### config.mk
export PLATFORM = sky130hd
export DESIGN_NAME = dir_hit_logic
export DESIGN_NICKNAME = d
export VERILOG_FILES = /design/src/source/cache_geom_pkg.sv /design/src/source/cache_port_pkg.sv /design/src/source/dir_hit_logic.sv
export SDC_FILE = /design/constraint.sdc
export NUM_CORES = 1
export LEC_CHECK = 0
export BUFFER_PORTS_ARGS = -buffer_cell sky130_fd_sc_hd__buf_4
export CORE_MARGIN = 8
export CORE_UTILIZATION = 38
export DETAILED_ROUTE_END_ITERATION = 6
export PLACE_DENSITY_LB_ADDON = 0.2
export SLEW_MARGIN = 20
export SYNTH_ARGS = -nofsm -noshare
export SYNTH_HDL_FRONTEND = slang
export SYNTH_SLANG_ARGS = --single-unit
### constraint.sdc
create_clock -name vclk -period 1.9
set_input_delay 0.38 -clock vclk [all_inputs]
set_output_delay 0.38 -clock vclk [all_outputs]
set_load 0.02 [all_outputs]
### src/source/cache_geom_pkg.sv
// ------------------------------
// Cache geometry constants and
// basic index and data types
// ------------------------------
package cache_geom_pkg;

    // Geometry
    localparam int unsigned SETS   = 16;
    localparam int unsigned WAYS   = 4;
    localparam int unsigned WORDS  = 4;
    localparam int unsigned WORD_W = 32;
    localparam int unsigned TAG_W  = 8;

    localparam int unsigned SET_W      = $clog2(SETS);
    localparam int unsigned WORD_IDX_W = $clog2(WORDS);

    // Index and tag fields
    typedef logic [SET_W-1:0]      set_t;
    typedef logic [TAG_W-1:0]      tag_t;
    typedef logic [WORD_IDX_W-1:0] word_idx_t;

    // One bit per way, one-hot when selecting
    typedef logic [WAYS-1:0] way_vec_t;

    // Data word and its byte enables
    typedef logic [WORD_W-1:0]   data_word_t;
    typedef logic [WORD_W/8-1:0] byte_en_t;

    // Set in the upper bits, word in the lower bits
    typedef logic [SET_W+WORD_IDX_W-1:0] data_addr_t;

endpackage
### src/source/cache_port_pkg.sv
// ------------------------------
// Directory entry and request
// records of the controller
// ------------------------------
package cache_port_pkg;

    // Directory RAM word
    typedef struct packed {
        logic                 valid;
        logic                 dirty;
        cache_geom_pkg::tag_t tag;
    } dir_entry_t;

    // Tag lookup
    typedef struct packed {
        cache_geom_pkg::set_t set;
        cache_geom_pkg::tag_t tag;
    } dir_lookup_t;

    // Directory update or refill of one way
    typedef struct packed {
        cache_geom_pkg::set_t     set;
        cache_geom_pkg::way_vec_t way;
        dir_entry_t               entry;
    } dir_write_t;

    typedef struct packed {
        cache_geom_pkg::set_t      set;
        cache_geom_pkg::word_idx_t word;
    } data_read_t;

    // Write goes to the hit way, so no way field here
    typedef struct packed {
        cache_geom_pkg::set_t       set;
        cache_geom_pkg::word_idx_t  word;
        cache_geom_pkg::data_word_t data;
        cache_geom_pkg::byte_en_t   be;
    } data_write_t;

    typedef struct packed {
        cache_geom_pkg::set_t       set;
        cache_geom_pkg::way_vec_t   way;
        cache_geom_pkg::word_idx_t  word;
        cache_geom_pkg::data_word_t data;
    } data_refill_t;

endpackage

### src/source/dir_hit_logic.sv
// ------------------------------
// Tag compare, hit and victim
// entry selection
// ------------------------------
`timescale 1ns/1ps

module dir_hit_logic (
    input  cache_port_pkg::dir_entry_t [cache_geom_pkg::WAYS-1:0] rd_entries_i,
    input  cache_geom_pkg::tag_t     lookup_tag_i,
    input  cache_geom_pkg::way_vec_t victim_way_i,
    output cache_geom_pkg::way_vec_t hit_way_o,
    output cache_geom_pkg::tag_t     hit_tag_o,
    output logic                     hit_dirty_o,
    output cache_geom_pkg::tag_t     victim_tag_o,
    output logic                     victim_valid_o,
    output logic                     victim_dirty_o
);
    cache_port_pkg::dir_entry_t hit_entry;
    cache_port_pkg::dir_entry_t victim_entry;

    // One-hot AND-OR select, all zero when nothing is selected
    function automatic cache_port_pkg::dir_entry_t sel_entry(
        input cache_port_pkg::dir_entry_t [cache_geom_pkg::WAYS-1:0] entries,
        input cache_geom_pkg::way_vec_t                              sel
    );
        cache_port_pkg::dir_entry_t res;
        res = '0;
        for (int w = 0; w < cache_geom_pkg::WAYS; w++) begin
            res |= entries[w] & {$bits(res){sel[w]}};
        end
        return res;
    endfunction

    always_comb begin
        for (int w = 0; w < cache_geom_pkg::WAYS; w++) begin
            hit_way_o[w] = rd_entries_i[w].valid && (rd_entries_i[w].tag == lookup_tag_i);
        end
    end

    assign hit_entry    = sel_entry(rd_entries_i, hit_way_o);
    assign victim_entry = sel_entry(rd_entries_i, victim_way_i);

    assign hit_tag_o      = hit_entry.tag;
    assign hit_dirty_o    = hit_entry.dirty;
    assign victim_tag_o   = victim_entry.tag;
    assign victim_valid_o = victim_entry.valid;
    assign victim_dirty_o = victim_entry.dirty;

endmodule

==> flow_summary_export.csv <==
group,metric,value,unit
run_status,run_status,"finished, violations left",
run_status,violations,"setup timing",
floorplanning,chipWidth,66.3,um
min_path,hold_start,"rd_entries_i[28]",
synthesis,ys_types,32,
cells_and_area,final_cell_mix,"91 x buf_4, 27 x buf_6, 20 x a22oi_1",
setup_path,critical_path_required,1.52,ns
timing,finalHoldViolations,0,
floorplanning,rows,18,
route,vias,1993,
floorplanning,die_area,4400,um^2
cells_and_area,nFillCells,51,
timing,rsz0062_at_grt,"yes",
power_and_ir_drop,p_leak,1.15,nW
timing,slew_headroom,0.728,
route,via_per_inst,7.22,
route,drc,0,
setup_path,cpPeakStageDelay,0.36,ns
global_routing,grt_pass1_wl,10600,um
place,dp.cells,274,
cells_and_area,area_growth,143,%
power_and_ir_drop,ir_worst_vdd,0.000234,V
synthesis,syn_inst,134,
floorplanning,core,2430,um^2
cells_and_area,final_common_cell,"buf_4",
place,place_ws,-0.258,ns
place,dp_hpwl,4060,um
flow_run,cap_violations,0,
timing,period_needed,2.15,ns
cells_and_area,nClkBuffers,0,
cells_and_area,seq_cell_count,0,
synthesis,syn-cell-area,962,um^2
cells_and_area,utilization,0.961,
cells_and_area,multiInputGateArea,1210,um^2
setup_path,path_class,"in -> out",
timing,timing.fmax,465,MHz
synthesis,syn-num-nets,186,
power_and_ir_drop,powerDensity,257,nW/um^2
timing,setup_viol,12,
floorplanning,initial_core_util,0.396,
floorplanning,die_y,66.3,um
cells_and_area,drive_gt1_frac,0.748,
timing,fin_ws,-0.250,ns
cells_and_area,num_antenna_cells,0,
global_routing,grt_pass1_vias,2064,
route,wl_per_cell,31.9,um
min_path,holdCritPathClass,"in -> out",
synthesis,yosys_warnings,0,
route,wirelength,8810,um
setup_path,cp_cell_sequence,"buf_12 > xnor2_2 > nand4_2 > nor3_1 > nand3b_1 > o311ai_4 > buf_6",
setup_path,crit_slowest_cell,"nor3_1",
route,ant_nets,0,
global_routing,grt-ovfl-total,0,
setup_path,arrival,1.77,ns
global_routing,grt_max_degree,11,
place,io_buffers,75,
place,routabilityCongestion,0.886,
setup_path,crit_family,"simple AND/OR/NAND/NOR gates",
synthesis,ys_seq_area_frac,0,
setup_path,critPathMaxFanout,4,
global_routing,antenna_found_initial,0,
timing,finalMaxSlewViolations,0,
synthesis,synth.avg_cell_area,7.18,um^2
cells_and_area,final_nets,300,
floorplanning,ios,75,
cells_and_area,seqCellArea,0,um^2
route,dr.pass1.iters,5,
timing,min_period_over_period,1.13,
cells_and_area,fin_cells,276,
route,first_iter_violations,312,
min_path,hold_depth,4,
global_routing,grt_use_total,0.308,
setup_path,crit_buf_inv,2,
setup_path,start_kind,"input port",
clocking,cts_hold_buf,0,
timing,tightest_slew,0.408,ns
setup_path,end_kind,"output pin",
min_path,min_to,"hit_dirty_o",
## repair_timing
item                       CTS  global route
resized for setup           58            18
buffers inserted             2             1
setup endpoints to repair   11            13
pin swaps                   33             6
## cells by family after synthesis
kind of cell | synth area share
xor+xnor | 0.254
buf+inv | 0.0962
compound gates | 0.306
simple gates | 0.345
## synthesized netlist by cell type
cell type | instances | share of area
inv_1 | 2 | 0.0078
nor3_1 | 4 | 0.021
a32o_1 | 2 | 0.021
nand3b_1 | 1 | 0.0078
o2111ai_1 | 1 | 0.0091
a32oi_1 | 4 | 0.036
nor4_4 | 3 | 0.066
a221o_1 | 1 | 0.010
and3_2 | 1 | 0.0078
a22oi_1 | 26 | 0.20
buf_6 | 5 | 0.059
clkbuf_2 | 2 | 0.010
or2_4 | 1 | 0.0091
nand2b_1 | 3 | 0.020
clkbuf_1 | 3 | 0.012
nor2b_1 | 1 | 0.0065
inv_2 | 1 | 0.0039
nand4_2 | 1 | 0.013
nand4_1 | 3 | 0.020
xnor2_1 | 24 | 0.22
nand2_1 | 24 | 0.094
nor3_2 | 1 | 0.010
xnor2_2 | 1 | 0.017
nand3_1 | 7 | 0.036
a221o_2 | 1 | 0.012
and2_1 | 3 | 0.020
or3_1 | 1 | 0.0065
o311ai_1 | 1 | 0.0091
xor2_1 | 2 | 0.018
o21ai_0 | 1 | 0.0052
nor2_1 | 2 | 0.0078
buf_1 | 1 | 0.0039
## through the flow
stage | setup TNS [ns] | instance area, um^2 | total power [mW] | hold WS, ns
floorplan | -0.852 | 1120 | 0.217 | 0.905
global placement | -1.93 | 1960 | 0.437 | 1.07
detailed placement | -2.31 | 1960 | 0.449 | 1.09
CTS | -0.797 | 2240 | 0.508 | 1.08
global route | -2.80 | 2340 | 0.619 | 1.11
finish | -2.04 | 2340 | 0.600 | 1.09
## routing by layer
metal	share of wire	wire length [um]	global-route usage	vias to the layer above
met5	0	0	0	-
met1	0.30	2660	0.316	891
li1	-	-	-	732
met4	0.095	840	0.173	0
met3	0.13	1150	0.0797	98
met2	0.47	4160	0.550	272
## where the power goes
part	switching, mW	internal (mW)
registers	0	0
logic	0.307	0.293
clock network	0	0
## worst max-delay path by stage
stage,startpoint,to,depth (start not counted)
3_5_place_dp,lookup_tag_i[2],hit_dirty_o,8
6_report,lookup_tag_i[6],hit_tag_o[6],7
2_1_floorplan,lookup_tag_i[0],hit_tag_o[1],5
5_1_grt,rd_entries_i[22],hit_tag_o[7],7
3_3_place_gp,lookup_tag_i[1],hit_tag_o[7],7
4_1_cts,rd_entries_i[22],hit_tag_o[6],6
## final cells by class
type | count | share of cell area
Timing Repair Buffer | 123 | 0.461
Tap cell | 30 | 0.0161
Multi-Input combinational cell | 120 | 0.518
Inverter | 3 | 0.00482
Power figures use the tool's default switching activity.
