===== config.mk =====
export PLATFORM = sky130hd
export DESIGN_NAME = victim_select
export DESIGN_NICKNAME = d
export VERILOG_FILES = /design/src/source/cache_geom_pkg.sv /design/src/source/cache_port_pkg.sv /design/src/source/victim_select.sv
export SDC_FILE = /design/constraint.sdc
export NUM_CORES = 1
export LEC_CHECK = 0
export BUFFER_PORTS_ARGS = -buffer_cell sky130_fd_sc_hd__buf_2
export CAP_MARGIN = 30
export CORE_MARGIN = 1
export CORE_UTILIZATION = 40
export CTS_BUF_LIST = sky130_fd_sc_hd__clkbuf_16
export DETAILED_ROUTE_END_ITERATION = 10
export PLACE_DENSITY = 0.78
export REMOVE_ABC_BUFFERS = 1
export SETUP_SLACK_MARGIN = 0.2
export SLEW_MARGIN = 10
export SYNTH_ARGS = -nofsm -noshare
export SYNTH_HDL_FRONTEND = slang
export SYNTH_SLANG_ARGS = --single-unit

===== constraint.sdc =====
create_clock -name clk_i -period 1.6 [get_ports clk_i]
set_input_delay 0.16 -clock clk_i [delete_from_list [all_inputs] [get_ports clk_i]]
set_output_delay 0.16 -clock clk_i [all_outputs]
set_load 0.01 [all_outputs]

===== src/source/cache_geom_pkg.sv =====
// ------------------------------
// Cache geometry constants and
// basic index and data types
// ------------------------------
package cache_geom_pkg;

    // Geometry
    localparam int unsigned SETS   = 16;
    localparam int unsigned WAYS   = 4;
    localparam int unsigned WORDS  = 4;
    localparam int unsigned WORD_W = 32;
    localparam int unsigned TAG_W  = 8;

    localparam int unsigned SET_W      = $clog2(SETS);
    localparam int unsigned WORD_IDX_W = $clog2(WORDS);

    // Index and tag fields
    typedef logic [SET_W-1:0]      set_t;
    typedef logic [TAG_W-1:0]      tag_t;
    typedef logic [WORD_IDX_W-1:0] word_idx_t;

    // One bit per way, one-hot when selecting
    typedef logic [WAYS-1:0] way_vec_t;

    // Data word and its byte enables
    typedef logic [WORD_W-1:0]   data_word_t;
    typedef logic [WORD_W/8-1:0] byte_en_t;

    // Set in the upper bits, word in the lower bits
    typedef logic [SET_W+WORD_IDX_W-1:0] data_addr_t;

endpackage

===== src/source/cache_port_pkg.sv =====
// ------------------------------
// Directory entry and request
// records of the controller
// ------------------------------
package cache_port_pkg;

    // Directory RAM word
    typedef struct packed {
        logic                 valid;
        logic                 dirty;
        cache_geom_pkg::tag_t tag;
    } dir_entry_t;

    // Tag lookup
    typedef struct packed {
        cache_geom_pkg::set_t set;
        cache_geom_pkg::tag_t tag;
    } dir_lookup_t;

    // Directory update or refill of one way
    typedef struct packed {
        cache_geom_pkg::set_t     set;
        cache_geom_pkg::way_vec_t way;
        dir_entry_t               entry;
    } dir_write_t;

    typedef struct packed {
        cache_geom_pkg::set_t      set;
        cache_geom_pkg::word_idx_t word;
    } data_read_t;

    // Write goes to the hit way, so no way field here
    typedef struct packed {
        cache_geom_pkg::set_t       set;
        cache_geom_pkg::word_idx_t  word;
        cache_geom_pkg::data_word_t data;
        cache_geom_pkg::byte_en_t   be;
    } data_write_t;

    typedef struct packed {
        cache_geom_pkg::set_t       set;
        cache_geom_pkg::way_vec_t   way;
        cache_geom_pkg::word_idx_t  word;
        cache_geom_pkg::data_word_t data;
    } data_refill_t;

endpackage


===== src/source/victim_select.sv =====
// ------------------------------
// Per-set round-robin pointers
// and victim way choice
// ------------------------------
`timescale 1ns/1ps

module victim_select (
    input  logic                     clk_i,
    input  logic                     rst_ni,
    input  cache_port_pkg::dir_entry_t [cache_geom_pkg::WAYS-1:0] rd_entries_i,
    input  cache_geom_pkg::set_t     lookup_set_i,
    input  logic                     refill_i,
    input  cache_geom_pkg::set_t     refill_set_i,
    input  cache_geom_pkg::way_vec_t refill_way_i,
    output cache_geom_pkg::way_vec_t victim_way_o
);
    localparam int unsigned PTR_W = $clog2(cache_geom_pkg::WAYS);

    logic [cache_geom_pkg::SETS-1:0][PTR_W-1:0] ptr_q;
    logic [PTR_W-1:0]                           refill_idx;
    cache_geom_pkg::way_vec_t                   invalid_ways;
    cache_geom_pkg::way_vec_t                   ptr_way;

    always_comb begin
        refill_idx = '0;
        for (int w = 0; w < cache_geom_pkg::WAYS; w++) begin
            if (refill_way_i[w]) begin
                refill_idx = w[PTR_W-1:0];
            end
        end
    end

    always_comb begin
        for (int w = 0; w < cache_geom_pkg::WAYS; w++) begin
            invalid_ways[w] = !rd_entries_i[w].valid;
        end
    end

    assign ptr_way = cache_geom_pkg::way_vec_t'(1) << ptr_q[lookup_set_i];

    // Lowest invalid way first, x & -x keeps its lowest set bit
    assign victim_way_o = (|invalid_ways) ? (invalid_ways & (~invalid_ways + 1'b1)) : ptr_way;

    // Pointer moves past the refilled way
    always_ff @(posedge clk_i or negedge rst_ni) begin
        if (!rst_ni) begin
            ptr_q <= '0;
        end else if (refill_i) begin
            if (refill_idx == PTR_W'(cache_geom_pkg::WAYS - 1)) begin
                ptr_q[refill_set_i] <= '0;
            end else begin
                ptr_q[refill_set_i] <= refill_idx + 1'b1;
            end
        end
    end

endmodule


==> impl_metrics.toml <==
[detailed_routing]
drc = 0
routedWlPerCell_um = 15.83
viasPerCell = 5.629
via_count = 1503
wl_um = 4227
dr.first_iter.drc_count = 59
drtAntennaViolNets = 0
drt_first_pass_iters = 4

[critical_path]
startpoint_type = "flop"
worstPathArrival_ns = 1.98
path_max_fanout = 2
path_class = "flop to output port"
crit_family = "multiplexers"
crit_chain = "mux4_2 > a22oi_2 > nand3_2 > or2_4 > o31ai_4 > buf_2"
endpoint_kind = "output port"
crit_cells = 6
crit_path_top_delay_cell = "mux4_2"
critPathRequiredTime_ns = 1.44
crit_path_max_incr_delay_ns = 0.47
rrSetupSlack_ns = 0.62
path_buf_inv = 1
reg2reg_depth = 3

[sta]
setup_slack_ns = -0.5353
clock.fmax_mhz = 468.3
hold_violations = 0
max_slew_margin_pct = 51.75
layout_min_cycle_time_ns = 2.135
fin_skew_ns = 0
post-route-period-util_pct = 133.5
drv_slew = 0
grt_setup_unrepaired = "yes"
tightest_slew_ns = 0.7237
setup_viol = 4

[power]
peakVddDrop_v = 0.0007454
power.leakage_uw = 0.001062
p_per_area_nw_per_um2 = 983.6
comb_power_share_pct = 13.6
swShare_pct = 23.05
seq_power_share_pct = 39.6
clockPowerShare_pct = 46.9
p_int_uw = 1729
netSwitchingPower_uw = 518.1
fin_total_pwr_uw = 2247

[finish]
top_register = "ptr_q"
fillers = 355
multi_input_area_sq_um = 909.6
diodes = 0
drive_above_1_share_pct = 32.26
layout_commonest_cell = "dfrtp_1"
nets = 273
area_growth_pct = 31.08
post-route-util_pct = 55.91
mostFrequentLayoutCells = "dfrtp_1 (32), buf_4 (27), nand2_1 (26), buf_2 (21), nand3_1 (20)"
seqCellArea_sq_um = 800.8
reg_top3 = "ptr_q: 32 flops"
largest_reg_flops = 32
fin_area_sq_um = 2285

[synthesis]
synth-seq-cells = 32
syn_avg_cell_area_sq_um = 10.44
yosys_warnings = 0
synth.largest_area_cell = "dfrtp_1"
synthTopCellsByArea = "dfrtp_1 (46%), mux4_1 (9.0%), a32o_1 (6.9%), nand3_1 (6.0%), nand2_1 (5.6%)"
synthFlopType = "dfrtp_1"
syn_inst = 167
synth-edff-count = 0
synthArstFlopShare_pct = 100.0
ys_types = 31
synth_area_sq_um = 1743
seq_area_frac_synth_pct = 45.94
synth_top_cell_area_share_pct = 45.94

[floorplanning]
start_util_pct = 42.65
num_rows = 23
dieArea_sq_um = 4625
core_sq_um = 4086
ios = 59
die_x_um = 68.01
dieHeight_um = 68.01

[flow_run]
cap_violations = 0

[cts]
clock_latency_ns = 0.28
clk_pin_slew_worst_paths_ns = 0.05
root_buffer = "clkbuf_16"
clockBufferDepth = 2
clock_sinks = 32
cts_tree = "done"
cts.htree.levels = 2
cts-buffers-inserted = 5

[min_path]
hp-class = "primary input to flop"
whs_path_depth = 3

[global_route]
grt_max_degree = 33
grt_overflow_total = 0
grt_pass1_wl_um = 6762
antenna_found_initial = 0
grt_usage_pct = 20.84
grt_pass1_vias = 1400

[placed_design]
dp_hpwl_um = 3076
gp_congestion = 0.8094
dpl_cell_area_sq_um = 2087
port_buffers = 21

[status]
status = "finished, violations left"
violations = "setup timing"
cell type report:
class,count,area share (%)
clock buffer,5,5.476
inverter,3,0.4929
multi-input combinational,124,39.81
sequential,32,35.05
timing repair buffer,50,14.79
clock inverter,3,1.643
tap,50,2.738
per-stage QoR:
step                      instances  hold WS [ns]  TNS [ns]  setup slack (ns)
after detailed placement        257        0.2564    -1.948           -0.2751
final                           267        0.2199    -1.776           -0.5353
after global placement          257        0.2497    -1.605           -0.2621
after CTS                       267        0.2014    -1.840           -0.5529
after floorplan                 159       -0.1356    -5.335           -0.2505
after global routing            267        0.2305    -2.120           -0.6109
layer usage:
metal | wire, um | vias to the layer above | global-route usage (%)
li1 | - | 719 | -
met2 | 2025 | 53 | 31.99
met4 | 55 | 0 | 8.854
met5 | 0 | - | 0
met1 | 1859 | 724 | 28.33
met3 | 286 | 7 | 4.500
repair_timing:
action | 4_1_cts | 5_1_grt
hold endpoints to repair | 32 | 0
buffers inserted | 1 | 0
resized for setup | 5 | 2
pin swaps | 4 | 1
endpoints found under the setup margin | 14 | 17
gates cloned | 0 | 0
hold buffers | 1 | 0
path summary, 6_finish.rpt:
kind / startpoint / to
hold reg to reg: ptr_q[13] / ptr_q[13]
hold / removal: refill_set_i[0] / ptr_q[30]
setup / recovery: ptr_q[11] / victim_way_o[0]
setup reg to reg: ptr_q[0] / ptr_q[0]
max in group asynchronous: rst_ni / ptr_q[13]
min in group asynchronous: rst_ni / ptr_q[30]
power groups by stage:
stage	logic (uW)	registers (uW)	clock network, uW
global placement	287	896	0
floorplan	144	885	0
global route	337	893	1110
CTS	306	888	1070
detailed placement	295	900	0
finish	305	889	1050
logic make-up after synthesis:
kind of cell / after synthesis / share of synthesized area (%)
fa+ha+maj: 2 / 1.436
mux: 12 / 14.00
simple gates: 75 / 20.17
buf+inv: 11 / 2.871
compound gates: 35 / 15.58
flops: 32 / 45.94
Yosys cell counts (2+ instances only):
| library cell | number |
|---|---|
| a21oi_1 | 2 |
| a32o_1 | 12 |
| clkbuf_1 | 6 |
| dfrtp_1 | 32 |
| ha_1 | 2 |
| inv_1 | 3 |
| mux2i_1 | 3 |
| mux4_1 | 6 |
| mux4_2 | 2 |
| nand2_1 | 26 |
| nand2b_1 | 4 |
| nand3_1 | 21 |
| nor2_1 | 13 |
| nor2b_1 | 4 |
| o21ai_0 | 15 |
worst reg2reg max path, cell delays in order, from the launching register on:
cell and delay (ns):
dfrtp_1 0.39, buf_4 0.14, buf_4 0.12, a32o_1 0.21
(Power assumes the default switching activity.)
