**src/source/cache_geom_pkg.sv**
```systemverilog
// ------------------------------
// Cache geometry constants and
// basic index and data types
// ------------------------------
package cache_geom_pkg;

    // Geometry
    localparam int unsigned SETS   = 16;
    localparam int unsigned WAYS   = 4;
    localparam int unsigned WORDS  = 4;
    localparam int unsigned WORD_W = 32;
    localparam int unsigned TAG_W  = 8;

    localparam int unsigned SET_W      = $clog2(SETS);
    localparam int unsigned WORD_IDX_W = $clog2(WORDS);

    // Index and tag fields
    typedef logic [SET_W-1:0]      set_t;
    typedef logic [TAG_W-1:0]      tag_t;
    typedef logic [WORD_IDX_W-1:0] word_idx_t;

    // One bit per way, one-hot when selecting
    typedef logic [WAYS-1:0] way_vec_t;

    // Data word and its byte enables
    typedef logic [WORD_W-1:0]   data_word_t;
    typedef logic [WORD_W/8-1:0] byte_en_t;

    // Set in the upper bits, word in the lower bits
    typedef logic [SET_W+WORD_IDX_W-1:0] data_addr_t;

endpackage
```
**src/source/cache_port_pkg.sv**
```systemverilog
// ------------------------------
// Directory entry and request
// records of the controller
// ------------------------------
package cache_port_pkg;

    // Directory RAM word
    typedef struct packed {
        logic                 valid;
        logic                 dirty;
        cache_geom_pkg::tag_t tag;
    } dir_entry_t;

    // Tag lookup
    typedef struct packed {
        cache_geom_pkg::set_t set;
        cache_geom_pkg::tag_t tag;
    } dir_lookup_t;

    // Directory update or refill of one way
    typedef struct packed {
        cache_geom_pkg::set_t     set;
        cache_geom_pkg::way_vec_t way;
        dir_entry_t               entry;
    } dir_write_t;

    typedef struct packed {
        cache_geom_pkg::set_t      set;
        cache_geom_pkg::word_idx_t word;
    } data_read_t;

    // Write goes to the hit way, so no way field here
    typedef struct packed {
        cache_geom_pkg::set_t       set;
        cache_geom_pkg::word_idx_t  word;
        cache_geom_pkg::data_word_t data;
        cache_geom_pkg::byte_en_t   be;
    } data_write_t;

    typedef struct packed {
        cache_geom_pkg::set_t       set;
        cache_geom_pkg::way_vec_t   way;
        cache_geom_pkg::word_idx_t  word;
        cache_geom_pkg::data_word_t data;
    } data_refill_t;

endpackage

```
**src/source/dir_array_ctrl.sv**
```systemverilog
// ------------------------------
// Directory clear sequencer,
// request select and RAMs
// ------------------------------
`timescale 1ns/1ps

module dir_array_ctrl #(
    parameter int unsigned DIR_DEPTH = 16,
    parameter int unsigned DIR_WIDTH = 10
) (
    input  logic                        clk_i,
    input  logic                        rst_ni,
    output logic                        ready_o,
    input  logic                        dir_match_i,
    input  cache_port_pkg::dir_lookup_t dir_match_req_i,
    input  logic                        dir_updt_i,
    input  cache_port_pkg::dir_write_t  dir_updt_req_i,
    input  logic                        dir_refill_i,
    input  cache_port_pkg::dir_write_t  dir_refill_req_i,
    output cache_port_pkg::dir_entry_t [cache_geom_pkg::WAYS-1:0] rd_entries_o,
    output cache_geom_pkg::set_t        lookup_set_o,
    output cache_geom_pkg::tag_t        lookup_tag_o
);
    logic                       init_q;
    cache_geom_pkg::set_t       init_set_q;
    cache_geom_pkg::set_t       dir_addr;
    cache_geom_pkg::way_vec_t   dir_cs;
    cache_geom_pkg::way_vec_t   dir_we;
    cache_port_pkg::dir_entry_t dir_wentry;

    // Clear sweep, one set per cycle, then ready for good
    always_ff @(posedge clk_i or negedge rst_ni) begin
        if (!rst_ni) begin
            init_q     <= 1'b0;
            init_set_q <= '0;
        end else if (!init_q) begin
            init_q     <= (init_set_q == cache_geom_pkg::set_t'(DIR_DEPTH - 1));
            init_set_q <= init_set_q + 1'b1;
        end
    end

    assign ready_o = init_q;

    // Strobes are exclusive, so no priority among them
    always_comb begin
        dir_addr   = '0;
        dir_cs     = '0;
        dir_we     = '0;
        dir_wentry = '0;
        unique case (1'b1)
            !init_q: begin
                dir_addr = init_set_q;
                dir_cs   = '1;
                dir_we   = '1;
            end
            dir_match_i: begin
                dir_addr = dir_match_req_i.set;
                dir_cs   = '1;
            end
            dir_updt_i: begin
                dir_addr   = dir_updt_req_i.set;
                dir_cs     = dir_updt_req_i.way;
                dir_we     = dir_updt_req_i.way;
                dir_wentry = dir_updt_req_i.entry;
            end
            dir_refill_i: begin
                dir_addr   = dir_refill_req_i.set;
                dir_cs     = dir_refill_req_i.way;
                dir_we     = dir_refill_req_i.way;
                dir_wentry = dir_refill_req_i.entry;
            end
            default: begin
                // Idle
            end
        endcase
    end

    // Lookup set and tag for the hit and victim logic of the next cycle
    always_ff @(posedge clk_i) begin
        if (dir_match_i) begin
            lookup_set_o <= dir_match_req_i.set;
            lookup_tag_o <= dir_match_req_i.tag;
        end
    end

    for (genvar w = 0; w < cache_geom_pkg::WAYS; w++) begin : gen_dir_ram
        sram_1rw #(
            .DEPTH (DIR_DEPTH),
            .WIDTH (DIR_WIDTH)
        ) u_ram (
            .clk_i   (clk_i),
            .cs_i    (dir_cs[w]),
            .we_i    (dir_we[w]),
            .addr_i  (dir_addr),
            .wdata_i (dir_wentry),
            .wmask_i ({DIR_WIDTH{1'b1}}),
            .rdata_o (rd_entries_o[w])
        );
    end

endmodule

```
**src/source/sram_1rw.sv**
```systemverilog
// ------------------------------
// Single-port RAM, bit write
// mask, registered read
// ------------------------------
`timescale 1ns/1ps

module sram_1rw #(
    parameter int unsigned DEPTH = 16,
    parameter int unsigned WIDTH = 32
) (
    input  logic                     clk_i,
    input  logic                     cs_i,
    input  logic                     we_i,
    input  logic [$clog2(DEPTH)-1:0] addr_i,
    input  logic [WIDTH-1:0]         wdata_i,
    input  logic [WIDTH-1:0]         wmask_i,
    output logic [WIDTH-1:0]         rdata_o
);
    logic [WIDTH-1:0] mem_q [DEPTH];

    // Read data holds unless a read is done
    always_ff @(posedge clk_i) begin
        if (cs_i) begin
            if (we_i) begin
                mem_q[addr_i] <= (mem_q[addr_i] & ~wmask_i) | (wdata_i & wmask_i);
            end else begin
                rdata_o <= mem_q[addr_i];
            end
        end
    end

endmodule

```
**config.mk**
```make
export PLATFORM = sky130hd
export DESIGN_NAME = dir_array_ctrl
export DESIGN_NICKNAME = d
export VERILOG_FILES = /design/src/source/cache_geom_pkg.sv /design/src/source/cache_port_pkg.sv /design/src/source/dir_array_ctrl.sv /design/src/source/sram_1rw.sv
export SDC_FILE = /design/constraint.sdc
export NUM_CORES = 1
export LEC_CHECK = 0
export ABC_CLOCK_PERIOD_IN_PS = 2900
export BUFFER_PORTS_ARGS = -buffer_cell sky130_fd_sc_hd__buf_2
export CAP_MARGIN = 10
export CORE_MARGIN = 4
export CORE_UTILIZATION = 52
export DETAILED_ROUTE_END_ITERATION = 12
export MAX_ROUTING_LAYER = met4
export PLACE_DENSITY = 0.69
export SYNTH_ARGS = -nofsm -noshare
export SYNTH_HDL_FRONTEND = slang
export SYNTH_SLANG_ARGS = --single-unit
```
**constraint.sdc**
```tcl
create_clock -name clk_i -period 2.9 [get_ports clk_i]
set_input_delay 0.29 -clock clk_i [delete_from_list [all_inputs] [get_ports clk_i]]
set_output_delay 0.29 -clock clk_i [all_outputs]
set_load 0.005 [all_outputs]
```
==> summary.txt, run 1 <==
Power and ir drop
  – Max VDD drop: 0.448 mV
  – NetSw: 4.76 mW
  – Clock power frac: 0.384
  – Total Power: 21.5 mW
  – Net Sw Frac: 0.221
  – Reg power frac: 0.534
  – Internal power: 16.8 mW
  – Lkg Pwr: 11.3 nW
  – PwrDens: 697 mW/mm²
  – Logic pwr share: 0.082

Layout
  – Area grow syn2layout: 16.3%
  – Nets: 1709
  – Layout cells sized above 1: 0.195
  – FILL cells: 3567
  – Multi-input logic area: 0.00529 mm²
  – Final Non-Filler Cells: 2378
  – Fin area: 0.0309 mm²
  – Seq. cell area: 0.0209 mm²

Run
  – Max Cap Viol: 0

Outcome
  – Status: finished clean

Placed design
  – Area after DPL: 0.0287 mm²
  – Final GP Congestion: 0.842
  – I/O Buffers: 105
  – Placed Cells: 2242
  – Final HPWL DP: 38.0 mm

Detailed routing
  – Via/cell ratio: 5.95
  – Initial DRC Count: 1739
  – Vias: 14200
  – Post-Route WL: 62.2 mm
  – WL/cell: 26.2 µm
  – Pre-Repair DR Iteration Count: 6
  – DR DRC count: 0
  – Detail Route Antenna Nets: 0

Worst setup path
  – Worst reg2reg endpoint: gen_dir_ram[1].u_ram.mem_q[13][4]$_DFFE_PP_
  – Critical path peak fanout: 11
  – Critical Path Source Type: flop
  – Delay-heaviest family, CP: simple AND/OR/NAND/NOR gates
  – Worst R2R Path Depth: 6
  – R2r setup slk: 0.06 ns
  – Crit path cell chain: inv_2 -> a221o_4 -> buf_4 -> and2_1 -> nand2_1 -> nor2_1
  – Required time worst endpoint: 3.10 ns
  – CP Capture Type: flop
  – Reg-to-Reg Start: ready_o$_DFF_PN0_
  – Critical path arrival: 3.04 ns
  – Max stage delay on crit path: 0.86 ns
  – Slowest cell on the critical path: nor2_1
  – Worst path buffer plus inverter count: 2
  – Crit Path Class: flop to flop

Timing
  – Post-route clock period utilization: 0.980
  – Tmin final: 2.84 ns
  – # setup viols final: 0
  – Final hold vios: 0
  – Slew Limit Fails: 0
  – Setup TNS: 0 ns
  – Worst-margin pin slew: 1.08 ns
  – RSZ-0062 raised after global routing: true
  – Max transition margin: 0.281
  – Skew final: 0.0219 ns
  – Max Clock Freq: 0.352 GHz

Global routing
  – Global-route wire length before repair: 91.3 mm
  – GRT Residual Overflow: 0
  – Overall Global Routing Usage: 0.235
  – Vias in the first global route: 13900
  – Initial antenna violation count: 3
  – Largest net degree at the start of global routing: 65

Die
  – Core ar.: 0.0503 mm²
  – Num ports: 106
  – Initial Util: 0.528
  – Row cnt: 82
  – Die ar.: 0.0547 mm²
  – Chip height: 234 µm
  – Die Span X: 234 µm

Clock tree
  – Root buf cell: clkbuf_16
  – Postcts setup bufs: 0
  – CTS Buf Count: 70
  – Max clock buf depth: 3
  – CTS tree: built
  – Clock transition at the registers of the reported paths: 0.06 ns
  – Clk Latency, worst-skew pair: 0.60 ns
  – Max H-tree Level: 3
  – # clock sinks: 697

Synthesis
  – EDFF count, synth: 692
  – Synth Cell Area: 0.0266 mm²
  – Seq/Total Area, Yosys: 0.787
  – Seq cells post-synth: 697
  – Post-Syn Instances: 1435
  – Post-synthesis cell type count: 27
  – Total nets after synthesis: 1489
  – Primary FF master, synth: edfxtp_1
  – Async SR Flop Fraction: 0.00717
  – Syn. warnings: 0
  – Mean post-synth cell area: 18.5 µm²

Min path
  – Worst min path class: input pin to async pin
[per-layer routing]
layer,wire length (µm),track usage,vias up
met5,0,-,-
met4,1050,0.0548,0
met3,5350,0.0415,89
met2,29400,0.359,657
met1,26400,0.337,7145
li1,-,-,6261
[power groups by stage]
stage	logic, mW	clock network, mW	registers, mW
final	1.76	8.26	11.5
after detailed placement	1.76	0	11.7
after floorplan	0.973	0	11.7
after global routing	1.87	8.81	11.5
after CTS	1.77	8.38	11.5
after global placement	1.72	0	11.7
[kinds of logic after synthesis]
| group | after synthesis | share of synthesized area |
|---|---|---|
| AO/OA/AOI/OAI | 181 | 0.0445 |
| XOR/XNOR | 3 | 0.000990 |
| adder cells (fa/ha/maj) | 1 | 0.000471 |
| buffers and inverters | 79 | 0.0168 |
| flip-flops | 697 | 0.787 |
| multiplexers | 321 | 0.121 |
| AND/OR/NAND/NOR | 153 | 0.0289 |
[cell usage after synthesis (2+ instances only)]
| library cell | count | share of area |
|---|---|---|
| and2_1 | 6 | 0.0014 |
| a22o_1 | 12 | 0.0040 |
| mux2i_1 | 320 | 0.12 |
| nand2_1 | 20 | 0.0028 |
| o22ai_1 | 160 | 0.038 |
| buf_4 | 8 | 0.0023 |
| a22oi_1 | 2 | 0.00057 |
| buf_6 | 13 | 0.0055 |
| nand3_1 | 12 | 0.0023 |
| or4_1 | 40 | 0.011 |
| clkbuf_1 | 39 | 0.0055 |
| buf_2 | 17 | 0.0032 |
| edfxtp_1 | 692 | 0.78 |
| dfrtp_1 | 5 | 0.0047 |
| nand2b_1 | 2 | 0.00047 |
| and3_1 | 2 | 0.00047 |
| nor2_1 | 70 | 0.0099 |
| a221oi_1 | 4 | 0.0013 |
| xnor2_1 | 3 | 0.00099 |
[how the worst max path moves through the flow]
stage,end,cells past startpoint,from,slack [ns]
2_1_floorplan,gen_dir_ram[3].u_ram.mem_q[4][0]$_DFFE_PP_,9,dir_refill_i,0.34
3_3_place_gp,gen_dir_ram[1].u_ram.mem_q[13][4]$_DFFE_PP_,7,dir_match_i,0.04
3_5_place_dp,gen_dir_ram[1].u_ram.mem_q[13][1]$_DFFE_PP_,7,dir_match_i,0.002
4_1_cts,gen_dir_ram[0].u_ram.mem_q[13][2]$_DFFE_PP_,6,ready_o$_DFF_PN0_,0.04
5_1_grt,gen_dir_ram[0].u_ram.mem_q[13][2]$_DFFE_PP_,6,ready_o$_DFF_PN0_,-0.04
6_report,gen_dir_ram[1].u_ram.mem_q[13][4]$_DFFE_PP_,6,ready_o$_DFF_PN0_,0.06
[cell type report]
class	count	area share
multi-input cells	659	0.171
well taps	672	0.0272
clock inverters	29	0.00701
clock buffers	91	0.0600
inverters	1	0.000122
diodes	3	0.000243
repair buffers	226	0.0572
flip-flops and latches	697	0.677
[placed cells by master (no fill, tap or decap), types with 2 or more instances in the layout]
cell type      instances
edfxtp_1             692
mux2i_1              320
o22ai_1              160
buf_2                105
buf_4                 84
clkbuf_16             71
nor2_1                69
or4_1                 40
buf_12                24
nand2_1               20
clkbuf_1              20
dlygate4sd3_1         13
clkinv_2              12
a22o_2                10
nand3_2                8
clkinv_1               7
and2_1                 6
inv_6                  5
dfrtp_1                5
nand3_1                4
a221oi_2               4
diode_2                3
xnor2_1                3
a22oi_1                2
nand2b_1               2
and3_1                 2
a22o_1                 2
clkinvlp_4             2
bufinv_16              2
[worst reg2reg max path, stage by stage, from the launching register on]
cell     delay, ns
dfrtp_1       0.47
inv_2         0.10
a221o_4       0.24
buf_4         0.25
and2_1        0.25
nand2_1       0.27
nor2_1        0.86
[what timing repair did]
action / CTS / global route
hold buffers: 13 / 0
endpoints found under the hold margin: 17 / 0
setup endpoints to repair: 0 / 38
gates resized for setup: 0 / 1
[flip-flops by register name, summed over array words and instances, names as in the netlist]
name and count:
gen_dir_ram.u_ram.mem_q 640, gen_dir_ram.u_ram.rdata_o 40, lookup_tag_o 8, lookup_set_o 4, init_set_q 4, ready_o 1
[stage by stage]
stage          utilization  worst slack [ns]  hold slack (ns)
6_report             0.614            0.0581           0.0520
5_1_grt              0.614           -0.0418           0.0703
4_1_cts              0.614            0.0432           0.0260
3_5_place_dp         0.570           0.00215            0.113
3_3_place_gp         0.570            0.0394            0.109
2_1_floorplan            -             0.342         -0.00559
Note: power is estimated with default switching activity, not from simulation.
==> run 2: changes to the inputs <==
--- a/config.mk
+++ b/config.mk
@@ -6,13 +6,13 @@
 export NUM_CORES = 1
 export LEC_CHECK = 0
 export ABC_CLOCK_PERIOD_IN_PS = 2900
-export BUFFER_PORTS_ARGS = -buffer_cell sky130_fd_sc_hd__buf_2
 export CAP_MARGIN = 10
 export CORE_MARGIN = 4
 export CORE_UTILIZATION = 52
 export DETAILED_ROUTE_END_ITERATION = 12
+export DONT_BUFFER_PORTS = 1
 export MAX_ROUTING_LAYER = met4
-export PLACE_DENSITY = 0.69
+export PLACE_DENSITY_LB_ADDON = 0.25
 export SYNTH_ARGS = -nofsm -noshare
 export SYNTH_HDL_FRONTEND = slang
 export SYNTH_SLANG_ARGS = --single-unit
==> run 2 against run 1 <==
  * Critical endpoint is now gen_dir_ram[3].u_ram.mem_q[11][0]$_DFFE_PP_
  * Highest routed layer unchanged
  * Maximum frequency up 3.5%
  * Total power rose by 1.0%
  * Utilization fell by 0.89 points
==> summary.txt, run 2 (synthesized netlist as in run 1, its figures left out) <==
Clock tree
  – Max clock buf depth: 3 (unchanged)
  – CTS tree: built
  – Clk Latency, worst-skew pair: 0.59 ns (about the same)
  – Max H-tree Level: 3 (unchanged)
  – Postcts setup bufs: 0 (unchanged)
  – Root buf cell: clkbuf_16
  – # clock sinks: 697 (unchanged)
  – CTS Buf Count: 69 (-1.4%)
  – Clock transition at the registers of the reported paths: 0.06 ns (about the same)

Detailed routing
  – Via/cell ratio: 6.05 (+1.6%)
  – Detail Route Antenna Nets: 0 (unchanged)
  – Initial DRC Count: 1563 (-10%)
  – Pre-Repair DR Iteration Count: 6 (unchanged)
  – Post-Route WL: 62.3 mm (+0.18%)
  – DR DRC count: 0 (unchanged)
  – Vias: 13700 (-2.9%)
  – WL/cell: 27.4 µm (+4.9%)

Timing
  – Skew final: 0.0177 ns (-0.00415 ns)
  – Slew Limit Fails: 0 (unchanged)
  – # setup viols final: 0 (unchanged)
  – Worst hold slack: 0.259 ns (+0.207 ns)
  – Worst-margin pin slew: 1.04 ns (-0.0388 ns)
  – Setup TNS: 0 ns (unchanged)
  – Tmin final: 2.74 ns (-0.0973 ns)
  – Final hold vios: 0 (unchanged)
  – Setup WS post-layout: 0.155 ns (+0.0973 ns)
  – Post-route clock period utilization: 0.946 (-0.0336)
  – Max transition margin: 0.307 (+0.0260)
  – Max Clock Freq: 0.364 GHz (+3.5%)

Layout
  – Fin util: 0.605 (-0.00889)
  – Largest regs: gen_dir_ram.u_ram.mem_q (640), gen_dir_ram.u_ram.rdata_o (40), lookup_tag_o (8)
  – Number of flip-flops in the largest register: 640 (unchanged)
  – Most frequent cells in the layout: edfxtp_1, mux2i_1, o22ai_1, buf_4, clkbuf_16
  – Layout cells sized above 1: 0.142 (-0.0526)
  – Final Non-Filler Cells: 2271 (-4.5%)
  – Area grow syn2layout: 14.6%
  – Nets: 1604 (-6.1%)
  – Fin area: 0.0304 mm² (-1.4%)
  – Biggest register: gen_dir_ram.u_ram.mem_q
  – Commonest non-fill, non-tap cell in the layout: edfxtp_1

Global routing
  – Met1 usage: 0.327 (-0.0105)
  – GRT Residual Overflow: 0 (unchanged)
  – Initial antenna violation count: 4 (+1)
  – Met3 Use GR: 0.0565 (+0.0149)
  – Overall Global Routing Usage: 0.235 (-0.000368)
  – Largest net degree at the start of global routing: 65 (unchanged)
  – Global-route wire length before repair: 90.4 mm (-1.0%)
  – Met2 Use GR: 0.346 (-0.0132)
  – Vias in the first global route: 13500 (-2.8%)
  – GRT Max-Usage Layer: met2

Placed design
  – Area after DPL: 0.0281 mm² (-2.1%)
  – I/O Buffers: 0 (-100%)
  – Final GP Congestion: 0.852 (+1.3%)
  – Place WS: 0.177 ns (+0.175 ns)
  – Placed Cells: 2136 (-4.7%)
  – Final HPWL DP: 37.7 mm (-0.70%)

Worst setup path
  – Critical path arrival: 2.95 ns (-0.09 ns)
  – CP Capture Type: flop
  – Critical Path Source Type: flop
  – Required time worst endpoint: 3.10 ns (about the same)
  – Crit Path Class: flop to flop
  – Critical path peak fanout: 10 (-1)

Outcome
  – Status: finished clean

Die
  – Chip height: 234 µm (unchanged)
  – Initial Util: 0.528 (unchanged)
  – Die Span X: 234 µm (unchanged)
  – Core ar.: 0.0503 mm² (unchanged)
  – Row cnt: 82 (unchanged)
  – Die ar.: 0.0547 mm² (unchanged)
  – Num ports: 106 (unchanged)

Power and ir drop
  – Lkg Pwr: 10.9 nW (-3.2%)
  – Total Power: 21.7 mW (+1.0%)
  – Max VDD drop: 0.396 mV (-12%)
  – PwrDens: 714 mW/mm² (+2.5%)

Run
  – Max Cap Viol: 0 (unchanged)

Min path
  – Worst min path class: input pin to flop
[run 2: cell count changes in the layout (fill, tap and decap cells not counted), moves of 3 or more]
cell and change:
buf_12 -4, clkinv_2 -3, clkbuf_8 +5, clkbuf_1 -6, bufinv_16 +3, buf_2 -105, nor2_2 +3, buf_4 +3
clkinv_1 +3, nor2_1 -3, inv_6 -5
[run 2: worst paths after layout]
kind | start | end | slack [ns] | cells past startpoint
worst min register to register | init_set_q[3]$_DFFE_PN0N_ | init_set_q[3]$_DFFE_PN0N_ | 0.51 | 1
max in group asynchronous | rst_ni | init_set_q[3]$_DFFE_PN0N_ | 2.17 | 2
worst max register to register | ready_o$_DFF_PN0_ | gen_dir_ram[3].u_ram.mem_q[11][0]$_DFFE_PP_ | 0.16 | 5
worst min-delay path | dir_match_i | gen_dir_ram[3].u_ram.rdata_o[4]$_DFFE_PP_ | 0.26 | 1
min in group asynchronous | rst_ni | init_set_q[0]$_DFFE_PN0N_ | 0.53 | 2
worst max-delay path | ready_o$_DFF_PN0_ | gen_dir_ram[3].u_ram.mem_q[11][0]$_DFFE_PP_ | 0.16 | 5
[run 2: area by class of cell]
type,instances,area [µm²]
Antenna cell,4,10.0
Timing Repair Buffer,122,1200
Sequential cell,697,20900
Tap cell,672,841
Inverter,1,3.75
Clock buffer,92,1950
Multi-Input combinational cell,659,5300
Fill cell,3598,19800
Clock inverter,24,233
[run 2: what timing repair did]
| item | CTS | global route |
|---|---|---|
| hold endpoints to repair | 29 | 0 |
| resized for setup | 0 | 4 |
| endpoints found under the setup margin | 0 | 30 |
| hold buffers | 15 | 0 |
[run 2: report_power, final]
group          total (mW)  switching [mW]  internal [mW]
clock                8.64            3.51           5.13
combinational        1.58            1.02          0.559
sequential           11.5          0.0894           11.4
total                21.7            4.62           17.1
[run 2: critical path, cell delays in order (launching register included)]
cell	delay (ns)
dfrtp_1	0.49
nand2b_1	0.27
and3_1	0.32
nor2_1	0.25
nand2_1	0.27
nor2_1	0.76
[run 2: metal layers]
| metal | share of wire | up-vias |
|---|---|---|
| met5 | 0 | - |
| li1 | - | 6042 |
| met1 | 0.42 | 6996 |
| met2 | 0.46 | 602 |
| met4 | 0.025 | 0 |
| met3 | 0.090 | 95 |
